$ cat config.mk
export PLATFORM = sky130hd
export DESIGN_NAME = datapath
export DESIGN_NICKNAME = d
export VERILOG_FILES = /design/src/verilog/core_ctrl_pkg.sv /design/src/verilog/rv32i_isa_pkg.sv /design/src/verilog/datapath.sv /design/src/verilog/immediate_extender.sv /design/src/verilog/alu.sv /design/src/verilog/register_file.sv
export SDC_FILE = /design/constraint.sdc
export NUM_CORES = 2
export LEC_CHECK = 0
export BUFFER_PORTS_ARGS = -buffer_cell sky130_fd_sc_hd__clkbuf_2
export CAP_MARGIN = 10
export CORE_MARGIN = 5
export CORE_UTILIZATION = 25
export CTS_BUF_LIST = sky130_fd_sc_hd__clkbuf_16
export DETAILED_ROUTE_END_ITERATION = 7
export PLACE_DENSITY = 0.4
export REMOVE_ABC_BUFFERS = 1
export SLEW_MARGIN = 20
export SYNTH_ARGS = -nofsm -noshare
export SYNTH_HDL_FRONTEND = slang
export SYNTH_SLANG_ARGS = --single-unit
$ cat constraint.sdc
create_clock -name clk -period 9.1 [get_ports clk]
set_input_delay 1.82 -clock clk [delete_from_list [all_inputs] [get_ports clk]]
set_output_delay 1.82 -clock clk [all_outputs]
set_load 0.05 [all_outputs]
$ cat src/verilog/core_ctrl_pkg.sv
package core_ctrl_pkg;

  typedef enum logic [3:0] {
    ALU_ADD,
    ALU_SUB,
    ALU_AND,
    ALU_OR,
    ALU_XOR,
    ALU_SLL,
    ALU_SRL,
    ALU_SRA,
    ALU_SLT,
    ALU_SLTU
  } alu_op_t;

  typedef enum logic [3:0] {
    IDLE,
    FETCH,
    DECODE,
    EXEC_R,
    EXEC_I,
    ADDR_CALC,
    MEM_RD,
    MEM_WR,
    WB_ALU,
    WB_MEM,
    BRANCH,
    JUMP,
    LUI_WB
  } state_t;

  typedef enum logic [2:0] {IMM_I, IMM_S, IMM_B, IMM_U, IMM_J} imm_kind_t;

  typedef enum logic {SRC_A_REG, SRC_A_OLD_PC} src_a_sel_t;
  typedef enum logic [1:0] {SRC_B_REG, SRC_B_IMM, SRC_B_FOUR} src_b_sel_t;
  typedef enum logic [1:0] {WB_SEL_ALU, WB_SEL_MEM, WB_SEL_PC, WB_SEL_IMM} wb_sel_t;
  typedef enum logic {ADDR_PC, ADDR_ALU} addr_sel_t;

  // controller to datapath, 20 bits
  typedef struct packed {
    logic       pc_we;
    logic       ir_we;
    logic       mdr_we;
    logic       ab_we;
    logic       alu_out_we;
    logic       rf_we;
    logic       pc_from_alu; // take the target held in the ALU result register
    alu_op_t    alu_op;
    imm_kind_t  imm_kind;
    src_a_sel_t src_a_sel;
    src_b_sel_t src_b_sel;
    wb_sel_t    wb_sel;
    addr_sel_t  addr_sel;
  } ctrl_t;

  typedef struct packed {
    logic [31:0] instr;
    logic        equal;
  } dp_status_t;

  typedef struct packed {
    logic [31:0] addr;
    logic [31:0] wdata;
    logic        we;
  } mem_req_t;

endpackage

$ cat src/verilog/rv32i_isa_pkg.sv
package rv32i_isa_pkg;

  // major opcodes of the supported subset
  typedef enum logic [6:0] {
    OPC_OP     = 7'b0110011,
    OPC_OP_IMM = 7'b0010011,
    OPC_LOAD   = 7'b0000011,
    OPC_STORE  = 7'b0100011,
    OPC_BRANCH = 7'b1100011,
    OPC_LUI    = 7'b0110111,
    OPC_JAL    = 7'b1101111
  } opcode_t;

  // funct3 of the ALU operations, shared by OP and OP_IMM
  localparam logic [2:0] F3_ADD_SUB = 3'b000;
  localparam logic [2:0] F3_SLL     = 3'b001;
  localparam logic [2:0] F3_SLT     = 3'b010;
  localparam logic [2:0] F3_SLTU    = 3'b011;
  localparam logic [2:0] F3_XOR     = 3'b100;
  localparam logic [2:0] F3_SRL_SRA = 3'b101;
  localparam logic [2:0] F3_OR      = 3'b110;
  localparam logic [2:0] F3_AND     = 3'b111;

  // funct3 of the branches
  localparam logic [2:0] F3_BEQ = 3'b000;
  localparam logic [2:0] F3_BNE = 3'b001;

  // bit inside funct7 that picks sub and sra
  localparam int unsigned FUNCT7_ALT = 5;

  // lsb of each instruction field
  localparam int unsigned OPCODE_LSB = 0;
  localparam int unsigned RD_LSB     = 7;
  localparam int unsigned FUNCT3_LSB = 12;
  localparam int unsigned RS1_LSB    = 15;
  localparam int unsigned RS2_LSB    = 20;
  localparam int unsigned FUNCT7_LSB = 25;

  // widths of the fields
  localparam int unsigned OPCODE_W = 7;
  localparam int unsigned REG_W    = 5;
  localparam int unsigned FUNCT3_W = 3;

endpackage
$ cat src/verilog/datapath.sv
module datapath #(
  parameter logic [31:0] reset_pc = 32'h0000_0000
) (
  input  logic                      clk,
  input  logic                      rst,
  input  core_ctrl_pkg::ctrl_t      ctrl,
  input  logic [31:0]               rdata,
  output core_ctrl_pkg::dp_status_t status,
  output logic [31:0]               mem_addr,
  output logic [31:0]               mem_wdata,
  output logic [31:0]               pc
);

  import core_ctrl_pkg::*;
  import rv32i_isa_pkg::*;

  logic [31:0] old_pc;   // address of the instruction in flight
  logic [31:0] ir;
  logic [31:0] mdr;
  logic [31:0] reg_a;
  logic [31:0] reg_b;
  logic [31:0] alu_out;
  logic [31:0] rs1_data;
  logic [31:0] rs2_data;
  logic [31:0] imm;
  logic [31:0] src_a;
  logic [31:0] src_b;
  logic [31:0] alu_result;
  logic        alu_equal;
  logic [31:0] wb_data;
  logic [31:0] pc_plus4;
  logic [31:0] next_pc;

  always_ff @(posedge clk) begin
    if (rst) begin
      pc <= reset_pc;
    end else if (ctrl.pc_we) begin
      pc <= next_pc;
    end
  end

  always_ff @(posedge clk) begin
    if (ctrl.ir_we) begin
      ir     <= rdata;
      old_pc <= pc;
    end
    if (ctrl.mdr_we) begin
      mdr <= rdata;
    end
    if (ctrl.ab_we) begin
      reg_a <= rs1_data;
      reg_b <= rs2_data;
    end
    if (ctrl.alu_out_we) begin
      alu_out <= alu_result;
    end
  end

  register_file i_register_file (
    .clk      (clk),
    .wr_ena   (ctrl.rf_we),
    .wr_addr  (ir[RD_LSB +: REG_W]),
    .wr_data  (wb_data),
    .rd_addr0 (ir[RS1_LSB +: REG_W]),
    .rd_addr1 (ir[RS2_LSB +: REG_W]),
    .rd_data0 (rs1_data),
    .rd_data1 (rs2_data)
  );

  immediate_extender i_immediate_extender (
    .instr (ir),
    .kind  (ctrl.imm_kind),
    .imm   (imm)
  );

  alu i_alu (
    .a      (src_a),
    .b      (src_b),
    .op     (ctrl.alu_op),
    .result (alu_result),
    .equal  (alu_equal)
  );

  assign src_a = (ctrl.src_a_sel == SRC_A_OLD_PC) ? old_pc : reg_a;

  always_comb begin
    case (ctrl.src_b_sel)
      SRC_B_IMM:  src_b = imm;
      SRC_B_FOUR: src_b = 32'd4;
      default:    src_b = reg_b;
    endcase
  end

  assign pc_plus4 = old_pc + 32'd4;

  always_comb begin
    case (ctrl.wb_sel)
      WB_SEL_MEM: wb_data = mdr;
      WB_SEL_PC:  wb_data = pc_plus4;
      WB_SEL_IMM: wb_data = imm;
      default:    wb_data = alu_out;
    endcase
  end

  // target was computed from old pc and immediate during decode
  assign next_pc   = ctrl.pc_from_alu ? alu_out : pc_plus4;
  assign mem_addr  = (ctrl.addr_sel == ADDR_ALU) ? alu_out : pc;
  assign mem_wdata = reg_b;

  assign status = '{instr: ir, equal: alu_equal};

endmodule

$ cat src/verilog/immediate_extender.sv
module immediate_extender (
  input  logic [31:0]              instr,
  input  core_ctrl_pkg::imm_kind_t kind,
  output logic [31:0]              imm
);

  import core_ctrl_pkg::*;

  always_comb begin
    case (kind)
      IMM_I: begin
        imm = {{20{instr[31]}}, instr[31:20]};
      end
      IMM_S: begin
        imm = {{20{instr[31]}}, instr[31:25], instr[11:7]};
      end
      IMM_B: begin // offsets are in halfwords
        imm = {{19{instr[31]}}, instr[31], instr[7], instr[30:25], instr[11:8], 1'b0};
      end
      IMM_U: begin
        imm = {instr[31:12], 12'd0};
      end
      IMM_J: begin
        imm = {{11{instr[31]}}, instr[31], instr[19:12], instr[20], instr[30:21], 1'b0};
      end
      default: begin
        imm = 32'd0;
      end
    endcase
  end

endmodule

$ cat src/verilog/alu.sv
module alu (
  input  logic [31:0]            a,
  input  logic [31:0]            b,
  input  core_ctrl_pkg::alu_op_t op,
  output logic [31:0]            result,
  output logic                   equal
);

  import core_ctrl_pkg::*;

  logic [4:0] shamt;

  assign shamt = b[4:0]; // only the low 5 bits shift

  always_comb begin
    case (op)
      ALU_ADD: begin
        result = a + b;
      end
      ALU_SUB: begin
        result = a - b;
      end
      ALU_AND: begin
        result = a & b;
      end
      ALU_OR: begin
        result = a | b;
      end
      ALU_XOR: begin
        result = a ^ b;
      end
      ALU_SLL: begin
        result = a << shamt;
      end
      ALU_SRL: begin
        result = a >> shamt;
      end
      ALU_SRA: begin
        result = $signed(a) >>> shamt;
      end
      ALU_SLT: begin
        result = {31'd0, $signed(a) < $signed(b)};
      end
      ALU_SLTU: begin
        result = {31'd0, a < b};
      end
      default: begin
        result = a + b;
      end
    endcase
  end

  assign equal = (a == b); // branch compare of the operands

endmodule

$ cat src/verilog/register_file.sv
module register_file (
  input  logic        clk,
  input  logic        wr_ena,
  input  logic [4:0]  wr_addr,
  input  logic [31:0] wr_data,
  input  logic [4:0]  rd_addr0,
  input  logic [4:0]  rd_addr1,
  output logic [31:0] rd_data0,
  output logic [31:0] rd_data1
);

  logic [31:0] regs [1:31]; // x0 has no storage

  always_ff @(posedge clk) begin
    if (wr_ena && (wr_addr != 5'd0)) begin
      regs[wr_addr] <= wr_data;
    end
  end

  // asynchronous read, x0 always zero
  assign rd_data0 = (rd_addr0 == 5'd0) ? 32'd0 : regs[rd_addr0];
  assign rd_data1 = (rd_addr1 == 5'd0) ? 32'd0 : regs[rd_addr1];

endmodule

# Yosys cells after proc, flatten, opt, wreduce, memory -nomap -nowiden

Memories as Yosys holds them, arrays and structs flattened. A register that Yosys moved wholly into a read port is not among the register bits.
Cells that the tools add are included.

Flip-flop bits (word level): 160
Memory bits (writable): 992
Input port bits: 54
Output and inout port bits: 129
Word-level logic and storage cells: 50
Memories kept: 1

Memories:

| name                 | words | width | rd ports | clocked after memory_dff | wr ports | line                | source |
|---|---|---|---|---|---|---|---|
| i_register_file.regs | 31    | 32    | 2        | 2                        | 1        | register_file.sv:12 | `logic [31:0] regs [1:31];` |

Add/subtract/negate cells: 3
Magnitude comparators: 2
Equal/unequal tests: 19
Shifts and indexed selects: 3
Muxes and demuxes: 9
Bitwise logic cells: 3
Reduce and logical (&&, ||, !) cells: 5

Operators by type and width:

| kind                    | count |
|---|---|
| $pmux W32 S9            | 1 |
| $pmux W32 S5            | 1 |
| $mux W32                | 3 |
| $pmux W32 S3            | 1 |
| $lt A32 B32 Y1          | 2 |
| $pmux W32 S2            | 1 |
| $add A32 B3 Y32 const B | 1 |
| $add A32 B32 Y32        | 1 |
| $and A32 B32 Y32        | 1 |
| $eq A32 B32 Y1          | 1 |
| $or A32 B32 Y32         | 1 |
| $shl A32 B5 Y32         | 1 |
| $shr A32 B5 Y32         | 1 |
| $sshr A32 B5 Y32        | 1 |
| $sub A32 B32 Y32        | 1 |
| $xor A32 B32 Y32        | 1 |
| $eq A4 B3 Y1 const B    | 4 |
| $logic_not A5 Y1        | 2 |
| $eq A4 B2 Y1 const B    | 2 |
| $eq A4 B4 Y1 const B    | 2 |
| $eq A2 B2 Y1 const B    | 3 |
| $eq A3 B2 Y1 const B    | 2 |
| $reduce_bool A5 Y1      | 1 |
| $eq A2 B1 Y1 const B    | 2 |
| 6 further kinds         | 7 |

# Longest topological paths before layout

Word-level depth: 5
Mapped depth: 20
Depth with buffers taken out: 17

# Cells and area by module

A second synthesis with hierarchy kept.

Cell total of the unflattened synthesis: 4649
Area total of the unflattened synthesis: 65256.3 µm²

By module, submodules not included:

| module             | instances | cells an instance | area each (µm²) | seq. area each (µm²) |
|---|---|---|---|---|
| register_file      | 1         | 2593              | 46489.6         | 29788.6 |
| datapath           | 1         | 681               | 9804.4          | 6406.1 |
| alu                | 1         | 1281              | 8421.8          | 0.0 |
| immediate_extender | 1         | 94                | 540.5           | 0.0 |

# Worst setup path before layout

Ideal clock, no wire load.

Path type: in2out
Start point: in ctrl[3] in the netlist's numbering
End point: out status[0] in the netlist's numbering
Arrival time: 4.958 ns
Data required time: 7.280 ns
Slack: 2.322 ns
Stages on the path: 15
Path buffers: 5
Path through: inv_1 > ha_1 > clkbuf_1 > buf_1 > nor2_1 > and3_1 > clkbuf_1 > a22o_1 > ha_1 > clkbuf_1 > or4_1 > nor3_1 > nand4_1 > nor3_1 > buf_4

Longest elaborated chain between the ends: 3
Elaborated cells on any way between the ends: 4
Those cells by class: eq/ne (3); mux (1)

Ends and longest elaborated chain:

| element                                      | line           | source |
|---|---|---|
| from (decl)                                  | datapath.sv:6  | `input core_ctrl_pkg::ctrl_t ctrl,` |
| $eq A2 B2 Y1 or $eq A2 B1 Y1 (tied branches) | datapath.sv:87 | `case (ctrl.src_b_sel)` |
| $pmux W32 S2 (*)                             | datapath.sv:87 |  |
| $eq A32 B32 Y1 (*)                           | alu.sv:53      | `assign equal = (a == b);` |
| to (decl)                                    | datapath.sv:8  | `output core_ctrl_pkg::dp_status_t status,` |

Every way passes the cells marked *; elsewhere a longest branch is shown, timed or not.

==> flow_summary.yaml <==
run_status:
  status: "finished, final reports clean"
power:
  total_leakage_power_nw: 25.1
  powerDensity_mw_per_mm2: 214
  irDropWorstVdd_mv: 0.180
  finalPower_mw: 15.9
timing:
  slew_viol_final: 0
  max_freq_ghz: 0.129
  finalCriticalPeriod_ns: 7.75
  fin_worst_skew_ns: 0.0310
  tightest_slew_ns: 1.10
  fin_crit_sh: 0.851
  final-hold-violation-count: 0
  fin_ws_ns: 1.35
  setup_viol: 0
  rsz0062_at_grt: "no"
  slew_headroom: 0.267
  final.setup.tns_ns: 0
worst_setup_path:
  critPathKind: "primary input to primary output"
  cp_max_fo: 18
  required_ns: 7.28
  critPathArrivalTime_ns: 5.93
  cp-start-kind: "primary input"
  crit_path_end_kind: "primary output"
grt:
  grt_pass1_vias: 42300
  overflow: 0
  grt_pass1_wl_um: 370000
  grt_max_degree: 121
  grtUsageTotal: 0.197
  antenna_found_initial: 17
floorplanning:
  die_h_um: 518
  io_pins: 183
  core_mm2: 0.257
  start_util: 0.251
  row_count: 186
  die_w_um: 518
  die_area_mm2: 0.268
route:
  vias: 41700
  remaining_drc_errors: 0
  firstDrtPassIters: 7
  antenna_left: 0
  wl_per_cell_um: 34.8
  drt-total-wl_um: 272000
  via_per_inst: 5.34
  drtIter0Drc: 4056
logic_synthesis:
  postSynth.asyncResetShare: 0
  avgSynthCellArea_um2: 15.5
  yosysWarnings: 0
  synth_ff_type: "edfxtp_1"
  synth_area_mm2: 0.0645
  ys_seq_elements: 1216
  synth_top_area_share: 0.552
  ys_top_cells_by_area: "edfxtp_1 55%, mux4_2 21%, mux2i_1 5.2%"
  synth.largest_area_cell: "edfxtp_1"
  netlist_instances: 4155
  synth_edf_count: 1184
  seq_area_frac_synth: 0.561
  synth.distinct_cells: 76
placed_design:
  dp_hpwl_um: 182000
  post-place-ws_ns: 1.26
  gp_congestion: 0.909
  port_buffers: 182
final_layout:
  final_cell_mix: "1184 x edfxtp_1, 593 x mux4_2, 338 x mux2i_1"
  drive_gt1_frac: 0.282
  area_growth_pct: 15.2
  fin_util: 0.289
  final_common_cell: "edfxtp_1"
  layout.nets: 4462
clocking:
  cts_inserted_buffers: 143
  clk_latency_ns: 0.80
  clock-sinks: 1216
  holdBufCountCts: 0
  post_cts_buffers: 0
  cts_root_buf: "clkbuf_16"
  clock_path_buffers: 3
  htreeDepth: 4
  cts_resized: 0
  cts.clk_slew.worst_paths_ns: 0.06
  cts_tree: "built"
hold_path:
  hold_path.class: "flip-flop to flip-flop"
run:
  max-cap-violations: 0
-- critical path: stages --
cell and delay, ns:
clkbuf_2 0.53, buf_4 0.41, mux2i_1 0.50, inv_1 0.20, ha_1 0.43, or3_1 0.48, or4_1 0.53, nor3_1 0.58
clkbuf_2 0.40
-- Yosys cell counts (30+ instances only) --
master	count
edfxtp_1	1184
nor2_1	319
nand3_1	47
o211ai_1	35
o21ai_0	116
nand2_1	170
a22o_1	30
mux2i_1	338
buf_2	32
mux2_2	62
dfxtp_1	32
nor3_1	40
nand2b_1	46
clkbuf_1	203
a21o_1	34
buf_1	74
ha_1	100
inv_1	115
mux4_2	593
a21oi_1	201
a211oi_1	31
o22ai_1	32
-- cell type report --
type / instances / area, um^2
clock buffer: 146 / 3650
multi-input combinational: 2505 / 26900
tap: 3384 / 4230
antenna: 8 / 20.0
inverter: 119 / 447
fill: 25600 / 182000
clock inverter: 108 / 774
timing repair buffer: 321 / 2070
sequential: 1216 / 36200
-- metal layers --
metal  wire, um  up-vias  GRT usage
li1           -    17200          -
met1     110000    22800      0.247
met2     139000     1353      0.348
met3      11700      335     0.0245
met4      10600        2     0.0705
met5         13        -          0
-- sequential cells by signal, indices dropped and copies added, names as in the netlist --
| signal | flops |
|---|---|
| reg_a | 32 |
| i_register_file.regs | 992 |
| pc | 32 |
| mem_wdata | 32 |
| mdr | 32 |
| alu_out | 32 |
| ir | 32 |
| old_pc | 32 |
-- through the flow --
| step | instances | cell area, um^2 | hold slack [ns] |
|---|---|---|---|
| finish | 7807 | 74300 | 0.481 |
| global route | 7802 | 74300 | 0.496 |
| CTS | 7799 | 74300 | 0.483 |
| detailed placement | 7545 | 69800 | 0.478 |
| global placement | 7541 | 69800 | 0.484 |
| floorplan | 3840 | 63200 | 0.588 |
-- cells by family after synthesis --
group	synth area share
simple gates	0.0494
flops	0.561
fa+ha+maj	0.0200
mux	0.271
buf+inv	0.0264
xor+xnor	0.00516
compound gates	0.0667
-- power by group --
group          internal (mW)  switching [mW]
combinational           1.16            2.36
clock                   3.14            2.41
sequential              6.52           0.281
total                   10.8            5.05
-- final timing paths --
| path | startpoint | to | slack (ns) | cells after the start |
|---|---|---|---|---|
| min reg2reg | pc[6]$_SDFFE_PP0P_ | old_pc[6]$_DFFE_PP_ | 0.48 | 0 |
| max | ctrl[5] | status[0] | 1.35 | 9 |
| min | pc[6]$_SDFFE_PP0P_ | old_pc[6]$_DFFE_PP_ | 0.48 | 0 |
| max reg2reg | ir[20]$_DFFE_PP_ | alu_out[28]$_DFFE_PP_ | 3.55 | 15 |
Note: power is estimated with default switching activity, not from simulation.
