<file path="src/verilog/core_ctrl_pkg.sv">
package core_ctrl_pkg;

  typedef enum logic [3:0] {
    ALU_ADD,
    ALU_SUB,
    ALU_AND,
    ALU_OR,
    ALU_XOR,
    ALU_SLL,
    ALU_SRL,
    ALU_SRA,
    ALU_SLT,
    ALU_SLTU
  } alu_op_t;

  typedef enum logic [3:0] {
    IDLE,
    FETCH,
    DECODE,
    EXEC_R,
    EXEC_I,
    ADDR_CALC,
    MEM_RD,
    MEM_WR,
    WB_ALU,
    WB_MEM,
    BRANCH,
    JUMP,
    LUI_WB
  } state_t;

  typedef enum logic [2:0] {IMM_I, IMM_S, IMM_B, IMM_U, IMM_J} imm_kind_t;

  typedef enum logic {SRC_A_REG, SRC_A_OLD_PC} src_a_sel_t;
  typedef enum logic [1:0] {SRC_B_REG, SRC_B_IMM, SRC_B_FOUR} src_b_sel_t;
  typedef enum logic [1:0] {WB_SEL_ALU, WB_SEL_MEM, WB_SEL_PC, WB_SEL_IMM} wb_sel_t;
  typedef enum logic {ADDR_PC, ADDR_ALU} addr_sel_t;

  // controller to datapath, 20 bits
  typedef struct packed {
    logic       pc_we;
    logic       ir_we;
    logic       mdr_we;
    logic       ab_we;
    logic       alu_out_we;
    logic       rf_we;
    logic       pc_from_alu; // take the target held in the ALU result register
    alu_op_t    alu_op;
    imm_kind_t  imm_kind;
    src_a_sel_t src_a_sel;
    src_b_sel_t src_b_sel;
    wb_sel_t    wb_sel;
    addr_sel_t  addr_sel;
  } ctrl_t;

  typedef struct packed {
    logic [31:0] instr;
    logic        equal;
  } dp_status_t;

  typedef struct packed {
    logic [31:0] addr;
    logic [31:0] wdata;
    logic        we;
  } mem_req_t;

endpackage

</file>
<file path="src/verilog/rv32i_isa_pkg.sv">
package rv32i_isa_pkg;

  // major opcodes of the supported subset
  typedef enum logic [6:0] {
    OPC_OP     = 7'b0110011,
    OPC_OP_IMM = 7'b0010011,
    OPC_LOAD   = 7'b0000011,
    OPC_STORE  = 7'b0100011,
    OPC_BRANCH = 7'b1100011,
    OPC_LUI    = 7'b0110111,
    OPC_JAL    = 7'b1101111
  } opcode_t;

  // funct3 of the ALU operations, shared by OP and OP_IMM
  localparam logic [2:0] F3_ADD_SUB = 3'b000;
  localparam logic [2:0] F3_SLL     = 3'b001;
  localparam logic [2:0] F3_SLT     = 3'b010;
  localparam logic [2:0] F3_SLTU    = 3'b011;
  localparam logic [2:0] F3_XOR     = 3'b100;
  localparam logic [2:0] F3_SRL_SRA = 3'b101;
  localparam logic [2:0] F3_OR      = 3'b110;
  localparam logic [2:0] F3_AND     = 3'b111;

  // funct3 of the branches
  localparam logic [2:0] F3_BEQ = 3'b000;
  localparam logic [2:0] F3_BNE = 3'b001;

  // bit inside funct7 that picks sub and sra
  localparam int unsigned FUNCT7_ALT = 5;

  // lsb of each instruction field
  localparam int unsigned OPCODE_LSB = 0;
  localparam int unsigned RD_LSB     = 7;
  localparam int unsigned FUNCT3_LSB = 12;
  localparam int unsigned RS1_LSB    = 15;
  localparam int unsigned RS2_LSB    = 20;
  localparam int unsigned FUNCT7_LSB = 25;

  // widths of the fields
  localparam int unsigned OPCODE_W = 7;
  localparam int unsigned REG_W    = 5;
  localparam int unsigned FUNCT3_W = 3;

endpackage
</file>
<file path="src/verilog/control_fsm.sv">
module control_fsm (
  input  logic                      clk,
  input  logic                      rst,
  input  logic                      ena,
  input  core_ctrl_pkg::dp_status_t status,
  input  logic                      ack,
  output logic                      req,
  output logic                      mem_we,
  output core_ctrl_pkg::ctrl_t      ctrl,
  output logic                      retire
);

  import core_ctrl_pkg::*;
  import rv32i_isa_pkg::*;

  state_t     state;
  state_t     next_state;
  opcode_t    opcode;
  logic [2:0] funct3;
  logic       alt;
  alu_op_t    funct_op;
  logic       taken;
  logic       ack_seen;
  logic       wr_done;  // write committed while the core was frozen
  logic       step_done;
  logic       hs_next;

  assign opcode = opcode_t'(status.instr[OPCODE_LSB +: OPCODE_W]);
  assign funct3 = status.instr[FUNCT3_LSB +: FUNCT3_W];
  assign alt    = status.instr[FUNCT7_LSB + FUNCT7_ALT];

  assign ack_seen  = req && ack;
  assign step_done = ack_seen || wr_done;
  assign hs_next   = (next_state == FETCH) || (next_state == MEM_RD) || (next_state == MEM_WR);
  assign mem_we    = (state == MEM_WR);

  // funct fields to ALU operation; sub only exists for register operands
  always_comb begin
    case (funct3)
      F3_ADD_SUB: funct_op = (alt && (opcode == OPC_OP)) ? ALU_SUB : ALU_ADD;
      F3_SLL:     funct_op = ALU_SLL;
      F3_SLT:     funct_op = ALU_SLT;
      F3_SLTU:    funct_op = ALU_SLTU;
      F3_XOR:     funct_op = ALU_XOR;
      F3_SRL_SRA: funct_op = alt ? ALU_SRA : ALU_SRL;
      F3_OR:      funct_op = ALU_OR;
      F3_AND:     funct_op = ALU_AND;
      default:    funct_op = ALU_ADD;
    endcase
  end

  always_comb begin
    case (funct3)
      F3_BEQ:  taken = status.equal;
      F3_BNE:  taken = !status.equal;
      default: taken = 1'b0; // other compares are not supported
    endcase
  end

  always_comb begin
    next_state    = state;
    ctrl          = '0;
    retire        = 1'b0;
    // address select follows the state so the request holds while frozen
    ctrl.addr_sel = ((state == MEM_RD) || (state == MEM_WR)) ? ADDR_ALU : ADDR_PC;
    if (ena) begin
      case (state)
        IDLE: begin
          next_state = FETCH;
        end
        FETCH: begin
          if (ack_seen) begin
            ctrl.ir_we = 1'b1;
            next_state = DECODE;
          end
        end
        DECODE: begin
          ctrl.ab_we      = 1'b1;
          ctrl.alu_out_we = 1'b1; // branch or jump target while the ALU is free
          ctrl.src_a_sel  = SRC_A_OLD_PC;
          ctrl.src_b_sel  = SRC_B_IMM;
          ctrl.alu_op     = ALU_ADD;
          ctrl.imm_kind   = (opcode == OPC_JAL) ? IMM_J : IMM_B;
          case (opcode)
            OPC_OP:               next_state = EXEC_R;
            OPC_OP_IMM:           next_state = EXEC_I;
            OPC_LOAD, OPC_STORE:  next_state = ADDR_CALC;
            OPC_BRANCH:           next_state = BRANCH;
            OPC_JAL:              next_state = JUMP;
            OPC_LUI:              next_state = LUI_WB;
            default: begin // unknown opcode, just step the pc
              ctrl.pc_we = 1'b1;
              retire     = 1'b1;
              next_state = FETCH;
            end
          endcase
        end
        EXEC_R: begin
          ctrl.alu_op     = funct_op;
          ctrl.alu_out_we = 1'b1;
          next_state      = WB_ALU;
        end
        EXEC_I: begin
          ctrl.src_b_sel  = SRC_B_IMM;
          ctrl.imm_kind   = IMM_I;
          ctrl.alu_op     = funct_op;
          ctrl.alu_out_we = 1'b1;
          next_state      = WB_ALU;
        end
        ADDR_CALC: begin
          ctrl.src_b_sel  = SRC_B_IMM;
          ctrl.imm_kind   = (opcode == OPC_STORE) ? IMM_S : IMM_I;
          ctrl.alu_op     = ALU_ADD;
          ctrl.alu_out_we = 1'b1;
          next_state      = (opcode == OPC_STORE) ? MEM_WR : MEM_RD;
        end
        MEM_RD: begin
          if (ack_seen) begin
            ctrl.mdr_we = 1'b1;
            next_state  = WB_MEM;
          end
        end
        MEM_WR: begin
          if (step_done) begin
            ctrl.pc_we = 1'b1;
            retire     = 1'b1;
            next_state = FETCH;
          end
        end
        WB_ALU, WB_MEM: begin
          ctrl.rf_we  = 1'b1;
          ctrl.wb_sel = (state == WB_MEM) ? WB_SEL_MEM : WB_SEL_ALU;
          ctrl.pc_we  = 1'b1;
          retire      = 1'b1;
          next_state  = FETCH;
        end
        BRANCH: begin
          ctrl.alu_op      = ALU_SUB; // only the equal flag matters here
          ctrl.pc_we       = 1'b1;
          ctrl.pc_from_alu = taken;
          retire           = 1'b1;
          next_state       = FETCH;
        end
        JUMP: begin
          ctrl.rf_we       = 1'b1;
          ctrl.wb_sel      = WB_SEL_PC; // link value
          ctrl.pc_we       = 1'b1;
          ctrl.pc_from_alu = 1'b1;
          retire           = 1'b1;
          next_state       = FETCH;
        end
        LUI_WB: begin
          ctrl.rf_we    = 1'b1;
          ctrl.wb_sel   = WB_SEL_IMM;
          ctrl.imm_kind = IMM_U;
          ctrl.pc_we    = 1'b1;
          retire        = 1'b1;
          next_state    = FETCH;
        end
        default: begin
          next_state = IDLE;
        end
      endcase
    end
  end

  always_ff @(posedge clk) begin
    if (rst) begin
      state   <= IDLE;
      req     <= 1'b0;
      wr_done <= 1'b0;
    end else begin
      state <= next_state;
      // req rises with the state change, once the last ack is gone
      if (ack_seen) begin
        req <= 1'b0;
      end else if (ena && !req && !ack && !wr_done && hs_next) begin
        req <= 1'b1;
      end
      if ((state == MEM_WR) && ack_seen && !ena) begin
        wr_done <= 1'b1;
      end else if (ena) begin
        wr_done <= 1'b0;
      end
    end
  end

endmodule

</file>
<file path="config.mk">
export PLATFORM = sky130hd
export DESIGN_NAME = control_fsm
export DESIGN_NICKNAME = d
export VERILOG_FILES = /design/src/verilog/core_ctrl_pkg.sv /design/src/verilog/rv32i_isa_pkg.sv /design/src/verilog/control_fsm.sv
export SDC_FILE = /design/constraint.sdc
export NUM_CORES = 1
export LEC_CHECK = 0
export ABC_AREA = 1
export BUFFER_PORTS_ARGS = -buffer_cell sky130_fd_sc_hd__buf_2
export CAP_MARGIN = 20
export CORE_UTILIZATION = 43
export CTS_CLUSTER_SIZE = 14
export DETAILED_ROUTE_END_ITERATION = 16
export GPL_ROUTABILITY_DRIVEN = 0
export PLACE_DENSITY = 0.95
export SYNTH_ARGS = -nofsm -noshare
export SYNTH_HDL_FRONTEND = slang
export SYNTH_SLANG_ARGS = --single-unit
export TNS_END_PERCENT = 20
</file>
<file path="constraint.sdc">
create_clock -name clk -period 2.6 [get_ports clk]
set_clock_uncertainty 0.2 [all_clocks]
set_input_delay 0.52 -clock clk [delete_from_list [all_inputs] [get_ports clk]]
set_output_delay 0.52 -clock clk [all_outputs]
set_load 0.02 [all_outputs]
</file>
# [Word level (Yosys, flattened, before mapping)]
# Cells that the tools add are included.
[op_classes] add_sub_neg=0 mul=0 div_mod_pow=0 magnitude_cmp=0 eq_ne=29 shift=0 mux=33 bitwise=0 reduce_logical=30
[op_table] cell="case mux 4 bit (8 select lines)" n=1
[op_table] cell="case mux 4 bit (7 select lines)" n=1
[op_table] cell="== test 4 x 3 -> 1 bit, second input constant" n=6
[op_table] cell="case mux 4 bit (6 select lines)" n=1
[op_table] cell="== test 7 x 6 -> 1 bit, second input constant" n=3
[op_table] cell="== test 4 bit, second input constant" n=5
[op_table] cell="2-to-1 mux 19 bit" n=1
[op_table] cell="2-to-1 mux 1 bit" n=18
[op_table] cell="2-to-1 mux 4 bit" n=4
[op_table] cell="== test 7 bit, second input constant" n=2
[op_table] cell="== test 3 bit, second input constant" n=4
[op_table] cell="case mux 3 bit (3 select lines)" n=1
[op_table] cell="== test 4 x 1 -> 1 bit, second input constant" n=2
[op_table] cell="== test 4 x 2 -> 1 bit, second input constant" n=2
[op_table] cell="logical AND 1 bit" n=8
[op_table] cell="case mux 4 bit (2 select lines)" n=1
[op_table] cell="OR reduction 2 bit" n=4
[op_table] cell="OR reduction 4 bit" n=2
[op_table] cell="== test 7 x 2 -> 1 bit, second input constant" n=1
[op_table] cell="== test 7 x 5 -> 1 bit, second input constant" n=1
[op_table] cell="OR reduction 7 bit" n=1
[op_table] cell="== test 3 x 2 -> 1 bit, second input constant" n=2
[op_table] cell="case mux 2 bit (3 select lines)" n=1
[op_table] cell="OR reduction 6 bit" n=1
[op_table] cell="11 further kinds" n=19
[word_totals] ff_bits=6 latchBits=0 mem_bits_rw=0 romBits=0 input_bits=37 output_inout_bits=23 memories=0

# [Depth between registers and ports, before layout]
# Gate-level depths: netlist (run 1).
[logic_depth] depth_word=9 depth_mapped=15

# [Worst setup path after synthesis (run 1)]
# OpenSTA, ideal clock, no wires.
[synth_path] path_type="input to output" from="in status[2] (netlist bit)" to="out ctrl[19] (netlist bit)" t_arrival_ns=1.652 required_time_ns=1.880 slack_ns=0.228 path_stages=8 path_cell_list="nand2_1 nor2_1 nand2_1 nand4_1 inv_1 nand2_1 a31oi_1 buf_4"
[synth_rtl] item="start, declared" line="control_fsm.sv:5" text="input core_ctrl_pkg::dp_status_t status,"
[synth_rtl] item="end, declared" line="control_fsm.sv:9" text="output core_ctrl_pkg::ctrl_t ctrl,"

==> flow_summary.json, run 1 <==
{
  "status": "complete, no violations",
  "wirelength_met1_um": 931,
  "synth-compound-area-share_pct": 17.3,
  "peakVddDrop_mv": 0.196,
  "worst_r2r_endpoint": "req$_SDFFE_PP0P_",
  "setup_tns_ps": 0,
  "syn_avg_cell_area_um2": 5.21,
  "synth_top_family_by_area": "simple AND/OR/NAND/NOR gates",
  "synth-xor-area-share_pct": 0,
  "p_leak_uw": 0.000624,
  "rsz0062_at_grt": "false",
  "hold_start": "wr_done$_SDFFE_PP0P_",
  "crit_buf_inv": 3,
  "dp_hpwl_mm": 1.77,
  "synthToLayoutAreaGrowth_pct": 25.2,
  "p_per_area_nw_per_um2": 238,
  "cp_max_fo": 6,
  "syn-instance-count": 160,
  "drt-total-wl_mm": 2.11,
  "synth_fp_nets": 197,
  "cts_buffer_depth": 2,
  "dp_worst_setup_slack_ps": 328,
  "core_area_um2": 1760,
  "crit_start": "state[1]$_SDFF_PP0_",
  "synth.distinct_cells": 26,
  "regArea_um2": 120,
  "post_cts_resize_count": 0,
  "cap_violations": 0,
  "ys_ff_latch": 6,
  "clock_latency_ps": 240,
  "path_delay_family": "flip-flops",
  "synth_area_um2": 833,
  "antennaDiodeCount": 0,
  "rows": 15,
  "cts_tree": "yes",
  "min_path_type": "flop to flop",
  "synth-simple-area-share_pct": 51.8,
  "crit_required_ps": 1880,
  "highest_layer": "met4",
  "cts_root_buffer": "clkbuf_4",
  "dieHeight_um": 46.0,
  "total_power_uw": 248,
  "drc": 0,
  "layout.nets": 236,
  "cp_cell_sequence": "inv_2, nor2_4, inv_2, nor2_4, nand2_1, o31ai_1, a21o_1, buf_2",
  "layout_commonest_cell": "nand2_1",
  "drt_iter0_drc": 13,
  "ctsHoldBuffers": 0,
  "die-width_um": 46.0,
  "layout-drive-gt1-share_pct": 30.5,
  "synth_top_flop_cell": "dfxtp_1",
  "regToRegSetupSlack_ps": 870,
  "clkTransAtPathRegs_ps": 40,
  "grt.overflow.total": 0,
  "grt_pass1_wl_mm": 3.34,
  "start_util_pct": 47.2,
  "fillers": 191,
  "vias_per_cell": 5.00,
  "grt_usage_pct": 21.3,
  "wl_per_cell_um": 9.48,
  "port_buffers": 37,
  "antenna_found_initial": 0,
  "grt_max_degree": 13,
  "cts_buffers": 3,
  "muxShareOfSynthArea_pct": 0,
  "finalMaxSlewViolations": 0,
  "hold_violations": 0,
  "max_stage_delay_ps": 450,
  "die_area_um2": 2120,
  "cp-endpoint": "ctrl[15]",
  "synthAdderAreaFrac_pct": 0,
  "setup_violations": 0,
  "htreeDepth": 1,
  "timing.rr.start": "state[1]$_SDFF_PP0_",
  "ios": 60,
  "yosysSeqAreaShare_pct": 14.4,
  "crit_path_end_kind": "output pin",
  "path_depth": 8,
  "multi_input_area_um2": 579,
  "cts_setup_buffers": 0,
  "critical_path_class": "flop to output pin",
  "synthArstFlopShare_pct": 0,
  "wl_met3_um": 131,
  "cpMaxStageDelayCell": "dfxtp_1",
  "wl_met2_mm": 1.01,
  "fin_ws_ps": 235,
  "ant_nets": 0,
  "cts_sinks": 6,
  "max_freq_ghz": 0.423,
  "dr_total_vias": 1110,
  "layout_common_cells": "48 x nand2_1, 37 x buf_2, 27 x nor2_1",
  "start_kind": "flop",
  "synth_edf_count": 0,
  "finalCriticalPeriod_ps": 2370,
  "grt_pass1_vias": 931,
  "ff2ff_path_depth": 10,
  "cp.arrival_ps": 1650,
  "yosysWarnings": 0,
  "period_share_pct": 91.0,
  "dr.pass1.iters": 4
}
==> routing by layer <==
metal  track usage (%)  vias up
li1                  -      581
met1              23.1      483
met2              38.9       42
met3              3.97        4
met4              10.0        0
met5                 0        -
==> state kept, by name, indices dropped and copies added (netlist names) <==
signal and cells:
req 1, state 4, wr_done 1
==> worst min-delay path, delay by kind of cell, from the launching register on <==
| kind | cells | cell delay [ps] |
|---|---|---|
| AO/OA/AOI/OAI | 1 | 60 |
| buffers and inverters | 1 | 70 |
| flip-flops | 1 | 310 |
==> stage by stage <==
step                      util [%]  hold WS [ps]  cells  area, um2
after floorplan                  -           246    160        833
after global placement        57.9           261    219       1020
after detailed placement      57.9           271    219       1020
after CTS                     59.1           283    222       1040
after global routing          59.1           294    222       1040
final                         59.1           285    222       1040
==> kinds of logic (layout without fill, tap and decap cells) <==
| group | after synthesis | after routing |
|---|---|---|
| compound gates | 23 | 23 |
| simple gates | 100 | 100 |
| other cells | 1 | 1 |
| flops | 6 | 6 |
| buf+inv | 30 | 67 |
==> Yosys cell counts (2+ instances only) <==
library cell | n | area [um2]
buf_4 | 3 | 22.5
inv_2 | 9 | 33.8
o21ai_2 | 3 | 26.3
nor3_1 | 5 | 25.0
o21ai_0 | 4 | 20.0
nand3_1 | 12 | 60.1
inv_1 | 16 | 60.1
o21ai_1 | 2 | 10.0
nor2_4 | 3 | 33.8
nor2_2 | 3 | 18.8
a21oi_1 | 7 | 35.0
dfxtp_1 | 6 | 120
nand2_1 | 48 | 180
nor2_1 | 27 | 101
==> layout make-up <==
cell class	count	area share, %
tap	25	3.00
multi-input combinational	124	55.5
inverter	26	9.35
timing repair buffer	38	18.5
clock buffer	3	2.16
sequential	6	11.5
==> how the worst min path moves through the flow <==
stage                                      end  slack (ps)  cells after the start
after detailed placement  wr_done$_SDFFE_PP0P_         270                      2
final                     wr_done$_SDFFE_PP0P_         290                      2
after floorplan           wr_done$_SDFFE_PP0P_         250                      2
after global placement    wr_done$_SDFFE_PP0P_         260                      2
after CTS                 wr_done$_SDFFE_PP0P_         280                      2
after global routing       state[0]$_SDFF_PP0_         290                      2
==> where the power goes <==
| part | internal [uW] | leakage [uW] | switching [uW] | total, uW |
|---|---|---|---|---|
| clock | 52.1 | 0.0000138 | 32.0 | 84.1 |
| sequential | 94.8 | 0.0000487 | 3.97 | 98.8 |
| combinational | 24.0 | 0.000561 | 41.1 | 65.1 |
Power figures use the tool's default switching activity.
==> run 2, diff against run 1 <==
--- a/config.mk
+++ b/config.mk
@@ -8,6 +8,7 @@
 export ABC_AREA = 1
 export BUFFER_PORTS_ARGS = -buffer_cell sky130_fd_sc_hd__buf_2
 export CAP_MARGIN = 20
+export CORE_ASPECT_RATIO = 0.7
 export CORE_UTILIZATION = 43
 export CTS_CLUSTER_SIZE = 14
 export DETAILED_ROUTE_END_ITERATION = 16
==> run 2 against run 1 <==
Worst setup slack got worse by 30 ps; global-route usage up 3.5 points; cell count shrank 1.8%; wire length up 8.5%; highest routed layer unchanged.
==> flow_summary.json, run 2 (synthesis gave the netlist of run 1 again) <==
{
  "status": "complete, no violations",
  "p_sw_share_pct": 31.3,
  "drc": 0,
  "fin_util_pct": 61.2,
  "timing.rr.start": "state[1]$_SDFF_PP0_",
  "layout_common_cells": "48 x nand2_1, 37 x buf_2, 27 x nor2_1",
  "antennaDiodeCount": 0,
  "dr.pass1.iters": 4,
  "crit_required_ps": 1880,
  "p_leak_uw": 0.000624,
  "finish.instance_area_um2": 1040,
  "antenna_found_initial": 0,
  "cp_max_fo": 6,
  "layout-drive-gt1-share_pct": 30.5,
  "min_path_type": "flop to flop",
  "grt.overflow.total": 0,
  "min_path_cells": 2,
  "clock_power_share_pct": 33.4,
  "hold_violations": 0,
  "setup_violations": 0,
  "clock_latency_ps": 240,
  "cp.arrival_ps": 1680,
  "ctsHoldBuffers": 0,
  "worst_r2r_endpoint": "req$_SDFFE_PP0P_",
  "htreeDepth": 1,
  "finalMaxSlewViolations": 0,
  "die_area_um2": 2120,
  "max_flop_register": "state",
  "vias_per_cell": 5.06,
  "drt_iter0_drc": 64,
  "finalCriticalPeriod_ps": 2400,
  "post_cts_resize_count": 0,
  "dp_hpwl_mm": 1.82,
  "grt_usage_pct": 24.7,
  "setup_tns_ps": 0,
  "place_area_um2": 1020,
  "layout.nets": 236,
  "dr_total_vias": 1102,
  "ff2ff_path_depth": 10,
  "synthToLayoutAreaGrowth_pct": 24.6,
  "cap_violations": 0,
  "core_area_um2": 1700,
  "port_buffers": 37,
  "fillers": 172,
  "ant_nets": 0,
  "layout_commonest_cell": "nand2_1",
  "die-width_um": 54.6,
  "internal_power_uw": 171,
  "start_util_pct": 49.1,
  "switchingPower_uw": 78.0,
  "cts_setup_buffers": 0,
  "p_per_area_nw_per_um2": 240,
  "combPwrFrac_pct": 27.0,
  "cts_tree": "yes",
  "hold_end": "wr_done$_SDFFE_PP0P_",
  "grt_pass1_vias": 866,
  "grt_max_degree": 13,
  "cts_root_buffer": "clkbuf_4",
  "regToRegSetupSlack_ps": 840,
  "largest_register_ff_count": 4,
  "grt_pass1_wl_mm": 3.72,
  "cts_buffer_depth": 2,
  "ios": 60,
  "clkTransAtPathRegs_ps": 40,
  "critical_path_class": "flop to output pin",
  "dieHeight_um": 38.8,
  "wl_per_cell_um": 10.5,
  "hold_start": "wr_done$_SDFFE_PP0P_",
  "start_kind": "flop",
  "rows": 12,
  "top_regs": "state x4, req x1, wr_done x1",
  "peakVddDrop_mv": 0.260,
  "crit_path_end_kind": "output pin",
  "period_share_pct": 92.1,
  "max_freq_ghz": 0.417,
  "cts_buffers": 3,
  "p_seq_share_pct": 39.6,
  "cts_sinks": 6,
  "rsz0062_at_grt": "false",
  "drt-total-wl_mm": 2.28
}
[run 2: critical path, stage by stage (launching register included)]
cell and delay (ps):
dfxtp_1 430, inv_2 120, nor2_4 150, inv_2 60, nor2_4 150, nand2_1 120
o31ai_1 120, a21o_1 130, buf_2 150
[run 2: how the worst max path moves through the flow]
stage	from	endpoint	depth (start not counted)
floorplan	status[2]	ctrl[19]	8
global placement	status[2]	retire	9
detailed placement	status[2]	retire	9
CTS	state[1]$_SDFF_PP0_	ctrl[15]	8
global route	state[1]$_SDFF_PP0_	ctrl[15]	8
finish	state[1]$_SDFF_PP0_	ctrl[15]	8
[run 2: power by group through the flow]
| stage | registers (uW) | clock network (uW) | logic (uW) |
|---|---|---|---|
| after floorplan | 101 | 0 | 41.3 |
| after global placement | 100 | 0 | 64.3 |
| after detailed placement | 100 | 0 | 65.6 |
| after CTS | 98.4 | 87.3 | 66.2 |
| after global routing | 99.0 | 93.8 | 76.3 |
| final | 98.5 | 83.2 | 67.1 |
[run 2: metrics by stage]
stage	total power, uW	setup slack (ps)	hold WS, ps	std cells
after CTS	252	230	267	218
after floorplan	142	228	246	160
final	249	204	269	218
after detailed placement	166	302	259	215
after global placement	164	338	262	215
after global routing	269	66.5	294	218
[run 2: cell type report]
class	instances	area (um2)	share of cell area [%]
Sequential cell	6	120	11.6
Multi-Input combinational cell	124	579	55.8
Tap cell	21	26.3	2.53
Inverter	26	97.6	9.40
Clock buffer	3	22.5	2.17
Timing Repair Buffer	38	193	18.6
[run 2: per-layer routing]
metal	vias up	GRT usage [%]	part of all wire, %	wire length, um
li1	574	-	-	-
met1	468	36.3	47	1070
met2	56	35.5	41	942
met3	4	6.67	10	239
met4	0	3.85	1.4	31
met5	-	0	0	0
